$ cat config.mk
export PLATFORM = sky130hd
export DESIGN_NAME = photon_counter_top
export DESIGN_NICKNAME = d
export VERILOG_FILES = /design/src/verilog/photon_pkg.sv /design/src/verilog/draw_if.sv /design/src/verilog/ext_signal_sync.sv /design/src/verilog/test_pulse_gen.sv /design/src/verilog/photon_counter.sv /design/src/verilog/screen_sequencer.sv /design/src/verilog/lcd_bus_writer.sv /design/src/verilog/photon_counter_top.sv
export SDC_FILE = /design/constraint.sdc
export NUM_CORES = 1
export LEC_CHECK = 0
export ABC_AREA = 0
export BUFFER_PORTS_ARGS = -buffer_cell sky130_fd_sc_hd__buf_4
export CORE_MARGIN = 3
export CORE_UTILIZATION = 45
export CTS_BUF_LIST = sky130_fd_sc_hd__clkbuf_8
export DETAILED_ROUTE_END_ITERATION = 10
export PLACE_DENSITY_LB_ADDON = 0.2
export SYNTH_ARGS = -nofsm -noshare
export SYNTH_HDL_FRONTEND = slang
export SYNTH_SLANG_ARGS = --single-unit
$ cat constraint.sdc
create_clock -name clk_80MHz -period 4.17 [get_ports clk_80MHz]
set_clock_uncertainty 0.1 [all_clocks]
set_input_delay 0.2085 -clock clk_80MHz [delete_from_list [all_inputs] [get_ports clk_80MHz]]
set_output_delay 0.2085 -clock clk_80MHz [all_outputs]
set_load 0.1 [all_outputs]
$ cat src/verilog/photon_pkg.sv
`default_nettype none

package photon_pkg;

    //////////////////////////////////////////////////////////////////////
    // Widths that carry a meaning.
    //////////////////////////////////////////////////////////////////////
    typedef logic [15:0] count_t;       // Photons in one frame, saturating.
    typedef logic [31:0] total_t;       // Running photon total, saturating.
    typedef logic [15:0] lcd_word_t;    // One word on the LCD data bus.

    // Stage requested from the writer.
    typedef enum logic [1:0] {
        DRAW_IDLE  = 2'd0,
        DRAW_FIXED = 2'd1,  // Background, once after reset.
        DRAW_FRAME = 2'd2,  // Latched frame count.
        DRAW_TOTAL = 2'd3   // Running total, two halves.
    } draw_stage_e;

    //////////////////////////////////////////////////////////////////////
    // LCD word codes.
    //////////////////////////////////////////////////////////////////////
    localparam lcd_word_t CMD_FIXED = 16'h00A1;
    localparam lcd_word_t CMD_FRAME = 16'h00A2;
    localparam lcd_word_t CMD_TOTAL = 16'h00A3;
    localparam lcd_word_t BG_COLOR  = 16'h001F;   // Blue.

    // Writer constants.
    localparam int FIXED_WORDS      = 4;   // Background words after CMD_FIXED.
    localparam int PANEL_RST_CYCLES = 8;   // lcd_rst low time.

    localparam int WORD_IDX_W = $clog2(FIXED_WORDS + 1);
    localparam int RST_CNT_W  = $clog2(PANEL_RST_CYCLES + 1);
    typedef logic [WORD_IDX_W-1:0] word_idx_t;   // Word within a stage.
    typedef logic [RST_CNT_W-1:0]  rst_cnt_t;    // Panel reset timer.

    // Test source periods at 80 MHz.
    localparam int PULSE_PERIOD_DEF = 800_000;     // 100 Hz.
    localparam int SYNC_PERIOD_DEF  = 1_600_000;   // 50 Hz.

endpackage

`default_nettype wire

$ cat src/verilog/draw_if.sv
`default_nettype none

// Sequencer to writer link.
interface draw_if import photon_pkg::*; ();

    logic        en;      // Stage request, held until done.
    draw_stage_e stage;   // Stable while en is high.
    count_t      count;   // Latched frame count.
    logic        done;    // One cycle after the last word.

    modport seq (output en, output stage, output count, input done);
    modport wr  (input en, input stage, input count, output done);

endinterface

`default_nettype wire

$ cat src/verilog/ext_signal_sync.sv
`default_nettype none

module ext_signal_sync (
    input  wire logic clk_80MHz,
    input  wire logic rst_n,
    input  wire logic sig_in,     // Asynchronous pin.
    output logic      sig_pulse   // One cycle per rising edge.
);

    logic sync_ff1;   // May go metastable.
    logic sync_ff2;
    logic level_d;    // Previous synced level.

    always_ff @(posedge clk_80MHz or negedge rst_n) begin
        if (!rst_n) begin
            sync_ff1 <= 1'b0;
            sync_ff2 <= 1'b0;
            level_d  <= 1'b0;
        end else begin
            sync_ff1 <= sig_in;
            sync_ff2 <= sync_ff1;
            level_d  <= sync_ff2;
        end
    end

    // Rising edge detect.
    assign sig_pulse = sync_ff2 & ~level_d;

endmodule

`default_nettype wire

$ cat src/verilog/test_pulse_gen.sv
`default_nettype none

module test_pulse_gen import photon_pkg::*; #(
    parameter int PULSE_PERIOD = PULSE_PERIOD_DEF,
    parameter int SYNC_PERIOD  = SYNC_PERIOD_DEF
) (
    input  wire logic clk_80MHz,
    input  wire logic rst_n,
    output logic      test_pulse,   // Simulated photon.
    output logic      test_sync     // Simulated frame sync.
);

    logic [1:0] tick;   // Terminal count per divider.

    // Free-running wrap counters, index 0 photon, 1 sync.
    for (genvar g = 0; g < 2; g++) begin : g_div
        localparam int PERIOD = (g == 0) ? PULSE_PERIOD : SYNC_PERIOD;
        localparam int CNT_W  = $clog2(PERIOD);

        logic [CNT_W-1:0] cnt;

        always_ff @(posedge clk_80MHz or negedge rst_n) begin
            if (!rst_n) begin
                cnt <= '0;
            end else if (tick[g]) begin
                cnt <= '0;                  // Wrap.
            end else begin
                cnt <= cnt + CNT_W'(1);
            end
        end

        assign tick[g] = (cnt == CNT_W'(PERIOD - 1));
    end

    assign test_pulse = tick[0];
    assign test_sync  = tick[1];

endmodule

`default_nettype wire

$ cat src/verilog/photon_counter.sv
`default_nettype none

module photon_counter import photon_pkg::*; (
    input  wire logic clk_80MHz,
    input  wire logic rst_n,
    input  wire logic photon,        // Synced photon pulse.
    input  wire logic frame_sync,    // Synced frame sync pulse.
    output count_t    frame_count,   // Count of the last full frame.
    output total_t    total          // Sum of all frames.
);

    count_t                 acc;         // Current frame.
    logic [$bits(total_t):0] total_sum;  // One carry bit for saturation.

    assign total_sum = ($bits(total_t) + 1)'(total) + ($bits(total_t) + 1)'(acc);

    //////////////////////////////////////////////////////////////////////
    // Frame accumulator and latch.
    //////////////////////////////////////////////////////////////////////
    always_ff @(posedge clk_80MHz or negedge rst_n) begin
        if (!rst_n) begin
            acc         <= '0;
            frame_count <= '0;
            total       <= '0;
        end else if (frame_sync) begin
            frame_count <= acc;
            // Coincident photon opens the new frame.
            acc <= photon ? count_t'(1) : '0;
            if (total_sum[$bits(total_t)]) begin
                total <= '1;                          // Saturate.
            end else begin
                total <= total_sum[$bits(total_t)-1:0];
            end
        end else if (photon && (acc != '1)) begin
            acc <= acc + count_t'(1);                 // Stops at max.
        end
    end

endmodule

`default_nettype wire

$ cat src/verilog/screen_sequencer.sv
`default_nettype none

module screen_sequencer import photon_pkg::*; (
    input  wire logic   clk_80MHz,
    input  wire logic   rst_n,
    input  wire logic   frame_sync,
    input  wire count_t frame_count,
    output logic        busy,          // Counts being drawn.
    draw_if.seq         draw
);

    typedef enum logic [1:0] {
        ST_FIXED,
        ST_FRAME,
        ST_TOTAL,
        ST_WAIT_SYNC
    } seq_state_e;

    seq_state_e  state;
    logic        en_q;
    draw_stage_e stage_d;

    //////////////////////////////////////////////////////////////////////
    // Step machine.
    //////////////////////////////////////////////////////////////////////
    always_ff @(posedge clk_80MHz or negedge rst_n) begin
        if (!rst_n) begin
            state <= ST_FIXED;
            en_q  <= 1'b0;
        end else begin
            case (state)
                ST_FIXED: begin
                    if (draw.done) begin
                        en_q  <= 1'b0;
                        state <= ST_WAIT_SYNC;   // Background only once.
                    end else begin
                        en_q <= 1'b1;
                    end
                end
                ST_FRAME: begin
                    if (draw.done) begin
                        en_q  <= 1'b0;           // Low one cycle, writer rearms.
                        state <= ST_TOTAL;
                    end else begin
                        en_q <= 1'b1;
                    end
                end
                ST_TOTAL: begin
                    if (draw.done) begin
                        en_q  <= 1'b0;
                        state <= ST_WAIT_SYNC;
                    end else begin
                        en_q <= 1'b1;
                    end
                end
                default: begin
                    en_q <= 1'b0;
                    if (frame_sync) state <= ST_FRAME;   // Syncs while drawing are lost.
                end
            endcase
        end
    end

    always_comb begin
        case (state)
            ST_FIXED: stage_d = DRAW_FIXED;
            ST_FRAME: stage_d = DRAW_FRAME;
            ST_TOTAL: stage_d = DRAW_TOTAL;
            default:  stage_d = DRAW_IDLE;
        endcase
    end

    assign draw.en    = en_q;
    assign draw.stage = stage_d;
    assign draw.count = frame_count;   // Writer samples at stage start.
    assign busy       = (state == ST_FRAME) || (state == ST_TOTAL);

endmodule

`default_nettype wire

$ cat src/verilog/lcd_bus_writer.sv
`default_nettype none

module lcd_bus_writer import photon_pkg::*; (
    input  wire logic   clk_80MHz,
    input  wire logic   rst_n,
    input  wire total_t total,
    draw_if.wr          draw,
    output logic        lcd_rst,    // Panel reset, active low.
    output logic        bl_ctr,     // Backlight.
    output logic        lcd_cs,
    output logic        lcd_rs,     // 0 command, 1 data.
    output logic        lcd_wr,     // Data taken on rising edge.
    output lcd_word_t   lcd_data
);

    rst_cnt_t    rst_cnt;
    logic        armed;      // en seen low since last stage.
    logic        active;
    logic        phase;      // 0 wr low, 1 wr high.
    logic        done_q;
    draw_stage_e stage_r;
    word_idx_t   word_idx;
    word_idx_t   last_idx;
    logic        last_word;
    logic        start;
    count_t      count_r;
    total_t      total_r;

    // Word idx of a stage.
    function automatic lcd_word_t word_at(draw_stage_e stage, word_idx_t idx,
                                          count_t cnt, total_t tot);
        lcd_word_t w;
        w = BG_COLOR;
        if (idx == '0) begin
            case (stage)
                DRAW_FRAME: w = CMD_FRAME;
                DRAW_TOTAL: w = CMD_TOTAL;
                default:    w = CMD_FIXED;
            endcase
        end else begin
            case (stage)
                DRAW_FRAME: w = cnt;
                DRAW_TOTAL: w = (idx == word_idx_t'(1)) ? tot[31:16] : tot[15:0];
                default:    w = BG_COLOR;
            endcase
        end
        return w;
    endfunction

    always_comb begin
        case (stage_r)
            DRAW_FIXED: last_idx = word_idx_t'(FIXED_WORDS);
            DRAW_FRAME: last_idx = word_idx_t'(1);
            DRAW_TOTAL: last_idx = word_idx_t'(2);   // High then low half.
            default:    last_idx = '0;
        endcase
    end

    assign last_word = (word_idx == last_idx);
    assign start     = draw.en && armed && lcd_rst && !active;
    assign draw.done = done_q;

    //////////////////////////////////////////////////////////////////////
    // Panel reset timer.
    //////////////////////////////////////////////////////////////////////
    always_ff @(posedge clk_80MHz or negedge rst_n) begin
        if (!rst_n) begin
            rst_cnt <= '0;
            lcd_rst <= 1'b0;
        end else if (!lcd_rst) begin
            if (rst_cnt == rst_cnt_t'(PANEL_RST_CYCLES - 1)) lcd_rst <= 1'b1;
            rst_cnt <= rst_cnt + rst_cnt_t'(1);
        end
    end

    //////////////////////////////////////////////////////////////////////
    // Word sequencing, two cycles per word.
    //////////////////////////////////////////////////////////////////////
    always_ff @(posedge clk_80MHz or negedge rst_n) begin
        if (!rst_n) begin
            armed    <= 1'b1;
            active   <= 1'b0;
            phase    <= 1'b0;
            done_q   <= 1'b0;
            stage_r  <= DRAW_IDLE;
            word_idx <= '0;
            lcd_cs   <= 1'b1;
            lcd_wr   <= 1'b1;
            lcd_rs   <= 1'b1;
            bl_ctr   <= 1'b0;
        end else begin
            done_q <= 1'b0;
            if (!draw.en) armed <= 1'b1;
            if (start) begin
                armed    <= 1'b0;
                active   <= 1'b1;
                stage_r  <= draw.stage;
                word_idx <= '0;
                phase    <= 1'b0;
                lcd_cs   <= 1'b0;            // Held low for the stage.
                lcd_wr   <= 1'b0;
                lcd_rs   <= 1'b0;            // Command word first.
            end else if (active) begin
                if (!phase) begin
                    lcd_wr <= 1'b1;
                    phase  <= 1'b1;
                end else if (last_word) begin
                    active <= 1'b0;
                    lcd_cs <= 1'b1;
                    done_q <= 1'b1;
                    if (stage_r == DRAW_FIXED) bl_ctr <= 1'b1;   // Screen ready.
                end else begin
                    word_idx <= word_idx + word_idx_t'(1);
                    lcd_wr   <= 1'b0;
                    lcd_rs   <= 1'b1;
                    phase    <= 1'b0;
                end
            end
        end
    end

    // Payload, captured at stage start.
    always_ff @(posedge clk_80MHz) begin
        if (start) begin
            count_r  <= draw.count;
            total_r  <= total;
            lcd_data <= word_at(draw.stage, '0, draw.count, total);
        end else if (active && phase && !last_word) begin
            lcd_data <= word_at(stage_r, word_idx + word_idx_t'(1), count_r, total_r);
        end
    end

endmodule

`default_nettype wire

$ cat src/verilog/photon_counter_top.sv
`default_nettype none

module photon_counter_top import photon_pkg::*; #(
    parameter int PULSE_PERIOD = PULSE_PERIOD_DEF,
    parameter int SYNC_PERIOD  = SYNC_PERIOD_DEF
) (
    input  wire logic clk_80MHz,
    input  wire logic rst_n,
    input  wire logic photon_pulse,   // Detector pin.
    input  wire logic sync_50Hz,      // Frame sync pin.
    output logic      test_pulse,     // Loopback source for photon_pulse.
    output logic      test_sync,      // Loopback source for sync_50Hz.
    output logic      busy,
    output logic      lcd_rst,
    output logic      bl_ctr,
    output logic      lcd_cs,
    output logic      lcd_rs,
    output logic      lcd_wr,
    output lcd_word_t lcd_data
);

    logic   photon_sync;   // Synced photon edge.
    logic   frame_sync;    // Synced sync edge.
    count_t frame_count;
    total_t total;

    draw_if draw ();

    //////////////////////////////////////////////////////////////////////
    // Input synchronizers.
    //////////////////////////////////////////////////////////////////////
    ext_signal_sync u_photon_sync (
        .clk_80MHz (clk_80MHz),
        .rst_n     (rst_n),
        .sig_in    (photon_pulse),
        .sig_pulse (photon_sync)
    );

    ext_signal_sync u_frame_sync (
        .clk_80MHz (clk_80MHz),
        .rst_n     (rst_n),
        .sig_in    (sync_50Hz),
        .sig_pulse (frame_sync)
    );

    test_pulse_gen #(
        .PULSE_PERIOD (PULSE_PERIOD),
        .SYNC_PERIOD  (SYNC_PERIOD)
    ) u_test_gen (
        .clk_80MHz  (clk_80MHz),
        .rst_n      (rst_n),
        .test_pulse (test_pulse),
        .test_sync  (test_sync)
    );

    photon_counter u_counter (
        .clk_80MHz   (clk_80MHz),
        .rst_n       (rst_n),
        .photon      (photon_sync),
        .frame_sync  (frame_sync),
        .frame_count (frame_count),
        .total       (total)
    );

    //////////////////////////////////////////////////////////////////////
    // Display path.
    //////////////////////////////////////////////////////////////////////
    screen_sequencer u_sequencer (
        .clk_80MHz   (clk_80MHz),
        .rst_n       (rst_n),
        .frame_sync  (frame_sync),
        .frame_count (frame_count),
        .busy        (busy),
        .draw        (draw.seq)
    );

    lcd_bus_writer u_writer (
        .clk_80MHz (clk_80MHz),
        .rst_n     (rst_n),
        .total     (total),
        .draw      (draw.wr),
        .lcd_rst   (lcd_rst),
        .bl_ctr    (bl_ctr),
        .lcd_cs    (lcd_cs),
        .lcd_rs    (lcd_rs),
        .lcd_wr    (lcd_wr),
        .lcd_data  (lcd_data)
    );

endmodule

`default_nettype wire

* Word level (Yosys, flattened, before mapping)
Index checks and enable logic that the tools add are counted.
** Cells by class
- Bitwise gates (word level) :: 5
- Multiplexer cells :: 52
- Equal/unequal tests :: 18
- Add/sub/neg operators :: 6
- Reductions and logical operators :: 24
** Operator list (count)
- 2-to-1 mux 16 bit :: 6
- adder 32 x 16 -> 33 bit :: 1
- 2-to-1 mux 32 bit :: 1
- case mux 16 bit (2 select lines) :: 1
- 2-to-1 mux 1 bit :: 30
- adder 21 x 1 -> 21 bit, second input constant :: 1
- == test 21 bit, second input constant :: 1
- 2-to-1 mux 21 bit :: 1
- adder 20 x 1 -> 20 bit, second input constant :: 1
- == test 20 bit, second input constant :: 1
- 2-to-1 mux 20 bit :: 1
- adder 16 x 1 -> 16 bit, second input constant :: 1
- inequality test 16 bit, second input constant :: 1
- 2-to-1 mux 3 bit :: 4
- case mux 2 bit (2 select lines) :: 3
- == test 2 bit, second input constant :: 5
- nonzero test 2 bit :: 5
- case mux 3 bit (3 select lines) :: 1
- AND reduction 3 bit :: 3
- logical AND 1 bit :: 6
- 2-to-1 mux 2 bit :: 3
- inequality test 2 x 1 -> 1 bit, second input constant :: 3
- case mux 2 bit (3 select lines) :: 1
- AND reduction 5 bit :: 1
- other kinds (18) :: 23
** Storage, ports and cells
- Bits in registers :: 196
- Output and inout port bits :: 24
- Input bits :: 4

* Logic depth before layout (Yosys ltp)
- Depth in word-level cells :: 7
- Gate-level depth with buffers :: 9
- Mapped depth without buffers :: 8

* Cells and area by module
Synthesis repeated with hierarchy kept, for this count alone.
** Unflattened totals
- Cell total of the unflattened synthesis :: 834
- Area total of the unflattened synthesis :: 9496.6 um2
** By module, submodules not included
- photon_counter :: area each 3799.9 um2, times used 1, cells each 393
- lcd_bus_writer :: area each 3230.6 um2, times used 1, cells each 208
- test_pulse_gen :: area each 1966.9 um2, times used 1, cells each 191
- screen_sequencer :: area each 321.6 um2, times used 1, cells each 34
- ext_signal_sync :: area each 88.8 um2, times used 2, cells each 4

* Least setup slack after synthesis
No wires, ideal clock.
- Path kind :: register to register
- From :: register u_writer.lcd_rst
- To :: register u_writer.lcd_data[10] (data pin)
- Data required time :: 3896 ps
- Arrival :: 3289 ps
- Period minus slack after synthesis :: 3563 ps
- Cell stages (with the launch flop) :: 9
- Path buffers :: 2
- Library setup time :: 174 ps
- Slack :: 607 ps
- Path through :: dfrtp_1 clkbuf_1 nand3_1 nand2b_1 buf_2 clkinv_1 a21oi_1 nand2_1 a311oi_1
** Between the ends
- Cells in the longest elaborated chain, start to end :: 3
** RTL lines
- start, declared :: line lcd_bus_writer.sv:8 : output logic lcd_rst,
- start signal, assigned :: line lcd_bus_writer.sv:69 : lcd_rst <= 1'b0;
- start signal, assigned :: line lcd_bus_writer.sv:71 : if (rst_cnt == rst_cnt_t'(PANEL_RST_CYCLES - 1)) lcd_rst <= 1'b1;
- logical AND 1 bit (2 in a row) :: line lcd_bus_writer.sv:60 : assign start = draw.en && armed && lcd_rst && !active;
- via u_writer.start :: line lcd_bus_writer.sv:25 : logic start;
- 2-to-1 mux 16 bit :: line lcd_bus_writer.sv:124 : if (start) begin
- end signal, assigned :: line lcd_bus_writer.sv:127 : lcd_data <= word_at(draw.stage, '0, draw.count, total);
- end signal, assigned :: line lcd_bus_writer.sv:129 : lcd_data <= word_at(stage_r, word_idx + word_idx_t'(1), count_r, total_r);
- end, declared :: line lcd_bus_writer.sv:13 : output lcd_word_t lcd_data
The timed path passes the listed nets, and every way through them passes these cells.
A chain may end at the register's enable or synchronous reset.

* Worst setup path after layout
- From :: register u_counter.acc[0]
- To :: register u_counter.total[26]
** Between the ends
- Cells in the longest elaborated chain, start to end :: 2
** RTL lines
- start, declared :: line photon_counter.sv:12 : count_t acc;
- start signal, assigned :: line photon_counter.sv:28 : acc <= photon ? count_t'(1) : '0;
- start signal, assigned :: line photon_counter.sv:35 : acc <= acc + count_t'(1);
- adder 32 x 16 -> 33 bit :: line photon_counter.sv:15 : assign total_sum = ($bits(total_t) + 1)'(total) + ($bits(total_t) + 1)'(acc);
- 2-to-1 mux 32 bit :: line photon_counter.sv:29 : if (total_sum[$bits(total_t)]) begin
- end signal, assigned :: line photon_counter.sv:32 : total <= total_sum[$bits(total_t)-1:0];
- end, declared :: line photon_counter.sv:9 : output total_t total
No other way between the ends.

==> impl_metrics.tcl <==
set metrics [dict create \
    outcome "completed" \
    arrival_ps 3200 \
    worst_pin_slew_ps 979 \
    cts_buffers 17 \
    start_util_pct 46.1 \
    cts_resized 0 \
    placed_cells 1106 \
    yosysTopAreaCellShare_pct 35.5 \
    seq_area_mm2 0.00523 \
    antenna_found_initial 0 \
    track_usage_pct 18.1 \
    die_h_um 148 \
    ys_seq_area_share_pct 57.9 \
    power.total_uw 5900 \
    clockRootBuffer "clkbuf_8" \
    grt_max_degree 57 \
    vias 6214 \
    n_fill_cell 1762 \
    async_reset_ff_share_pct 67.3 \
    synth.most_common_cell "dfrtp_1" \
    drt_first_iter_violations 511 \
    fp.dieArea_mm2 0.0218 \
    pin_count 28 \
    core_mm2 0.0196 \
    crit_path_end_kind "flip-flop" \
    hold_path.class "input pin to async pin" \
    powerDensity_mw_per_mm2 595 \
    post-dp-hpwl_um 13000 \
    synth_cells 833 \
    fin_crit_ps 3000 \
    gp_congestion 0.914 \
    cp_data_required_time_ps 4380 \
    grt_setup_unrepaired "false" \
    diodes 0 \
    ys_top_cells_by_count "128 x dfrtp_1, 120 x nand2_1, 79 x nor2_1" \
    finalCritPeriodShare_pct 71.9 \
    clock_latency_ps 460 \
    synth_nets 866 \
    worstPathMaxFanout 15 \
    routed_wl_um 18800 \
    grt_pass1_wl_um 31300 \
    synth_ff_type "dfrtp_1" \
    relSlewSlack_pct 34.6 \
    synth_warnings 0 \
    num_rows 51 \
    grt_overflow 0 \
    clock-sinks 196 \
    fin_cells 1141 \
    yosys.area.top_type "dfrtp_1" \
    dp_slack_ps 1180 \
    final-hold-violation-count 0 \
    ant_nets 0 \
    drv_cap 0 \
    critPathKind "flip-flop to flip-flop" \
    vias_per_cell 5.45 \
    synth-edff-count 64 \
    synth_area_leaders "dfrtp_1 35%, edfxtp_1 21%, nand2_1 5.0%" \
    dr.pass1.iters 6 \
    portBuffers 27 \
    remaining_drc_errors 0 \
    synth-seq-cells 196 \
    grt_pass1_vias 5922 \
    syn_avg_cell_area_um2 10.8 \
    synth_cell_types 65 \
    hold_ws_ps 173 \
    wl_per_cell_um 16.4 \
    slew_violations 0 \
    finalSetupViolations 0 \
    cts.clk_slew.worst_paths_ps 100 \
    power_leakage_uw 0.00424 \
    start_kind "flip-flop" \
    multi_input_area_mm2 0.00362 \
    clockBufferDepth 2 \
    setup_ws_ps 1170 \
    cts_setup_buffers 0 \
    drive_gt1_share_pct 9.59 \
    fp.dieW_um 148 \
    cts_tree "yes" \
    syn_to_final_growth_pct 9.88 \
    tns_ps 0 \
    syn_area_mm2 0.00903 \
    vdd_drop_max_mv 0.275 \
    fin_nets 896 \
    h-tree-depth 4 \
    fmax_ghz 0.334 \
]
==> cell type report <==
| type | instances | area share, % |
|---|---|---|
| clock buffers | 17 | 2.36 |
| clock inverters | 15 | 1.32 |
| inverters | 19 | 0.719 |
| multi-input cells | 590 | 36.5 |
| flip-flops and latches | 196 | 52.7 |
| well taps | 265 | 3.34 |
| repair buffers | 39 | 3.07 |
==> state kept, by name, summed over array words and instances (netlist names), 3 cells and up <==
| register | flops |
|---|---|
| u_test_gen.g_div.cnt | 41 |
| u_counter.total | 32 |
| u_writer.total_r | 32 |
| u_counter.acc | 16 |
| u_counter.frame_count | 16 |
| u_writer.count_r | 16 |
| u_writer.lcd_data | 16 |
| u_writer.rst_cnt | 4 |
| u_writer.word_idx | 3 |
==> what timing repair did <==
item	in CTS	in global routing
endpoints found under the setup margin	0	0
hold endpoints to repair	56	0
hold buffers	3	0
==> power by group <==
| group | switching, µW | leakage, µW | internal, µW |
|---|---|---|---|
| sequential | 211 | 0.00229 | 2400 |
| clock | 686 | 0.000189 | 480 |
| combinational | 1560 | 0.00177 | 559 |
==> routing by layer <==
layer,GRT usage [%],vias to the layer above,wire length (µm)
met4,6.57,0,404
li1,-,3053,-
met1,27.2,2951,9380
met5,0,-,0
met3,3.25,30,875
met2,26.4,180,8110
==> kinds of logic after synthesis <==
group	synth area share (%)
adder cells (fa/ha/maj)	4.10
flip-flops	57.9
AO/OA/AOI/OAI	10.2
XOR/XNOR	6.60
buffers and inverters	2.08
AND/OR/NAND/NOR	17.9
multiplexers	1.18
==> layout by cell type (no fill, tap or decap), types with 10 or more instances in the layout <==
master | synthesis | layout
dfrtp_1 | 128 | 128
nand2_1 | 120 | 120
nor2_1 | 79 | 79
edfxtp_1 | 64 | 64
nand3_1 | 62 | 62
xor2_1 | 42 | 42
buf_4 | 0 | 35
o21ai_0 | 32 | 32
a21oi_1 | 28 | 28
ha_1 | 28 | 28
xnor2_1 | 26 | 26
inv_1 | 18 | 20
nand4_1 | 19 | 19
clkbuf_8 | 0 | 17
nor3_1 | 16 | 16
and3_1 | 16 | 16
o22a_1 | 11 | 11
a31oi_1 | 10 | 10
==> final timing paths <==
check	from	end	slack [ps]	depth (start not counted)
max	u_counter.acc[0]$_DFFE_PN0P_	u_counter.total[26]$_DFFE_PN0P_	1170	9
min	rst_n	u_writer.rst_cnt[0]$_DFFE_PN0N_	170	2
max reg2reg	u_counter.acc[0]$_DFFE_PN0P_	u_counter.total[26]$_DFFE_PN0P_	1170	9
min reg2reg	u_photon_sync.sync_ff1$_DFF_PN0_	u_photon_sync.sync_ff2$_DFF_PN0_	260	0
max in group asynchronous	rst_n	u_test_gen.g_div[0].cnt[15]$_DFF_PN0_	2850	3
min in group clk_80MHz	u_photon_sync.sync_ff1$_DFF_PN0_	u_photon_sync.sync_ff2$_DFF_PN0_	260	0
==> metrics by stage <==
stage                     instance area (µm²)  util, %
after floorplan                          9030        -
after global placement                   9520     48.6
after detailed placement                 9520     48.6
after CTS                                9920     50.6
after global routing                     9920     50.6
final                                    9920     50.6
==> worst max-delay path, cell delays in order (launching register included) <==
cell,delay [ps]
dfrtp_1,460
ha_1,250
fa_1,420
a211oi_1,390
o211ai_2,140
nand2_2,160
o31ai_2,80
buf_4,180
nand3_1,480
o21ai_0,180
Power figures use the tool's default switching activity.
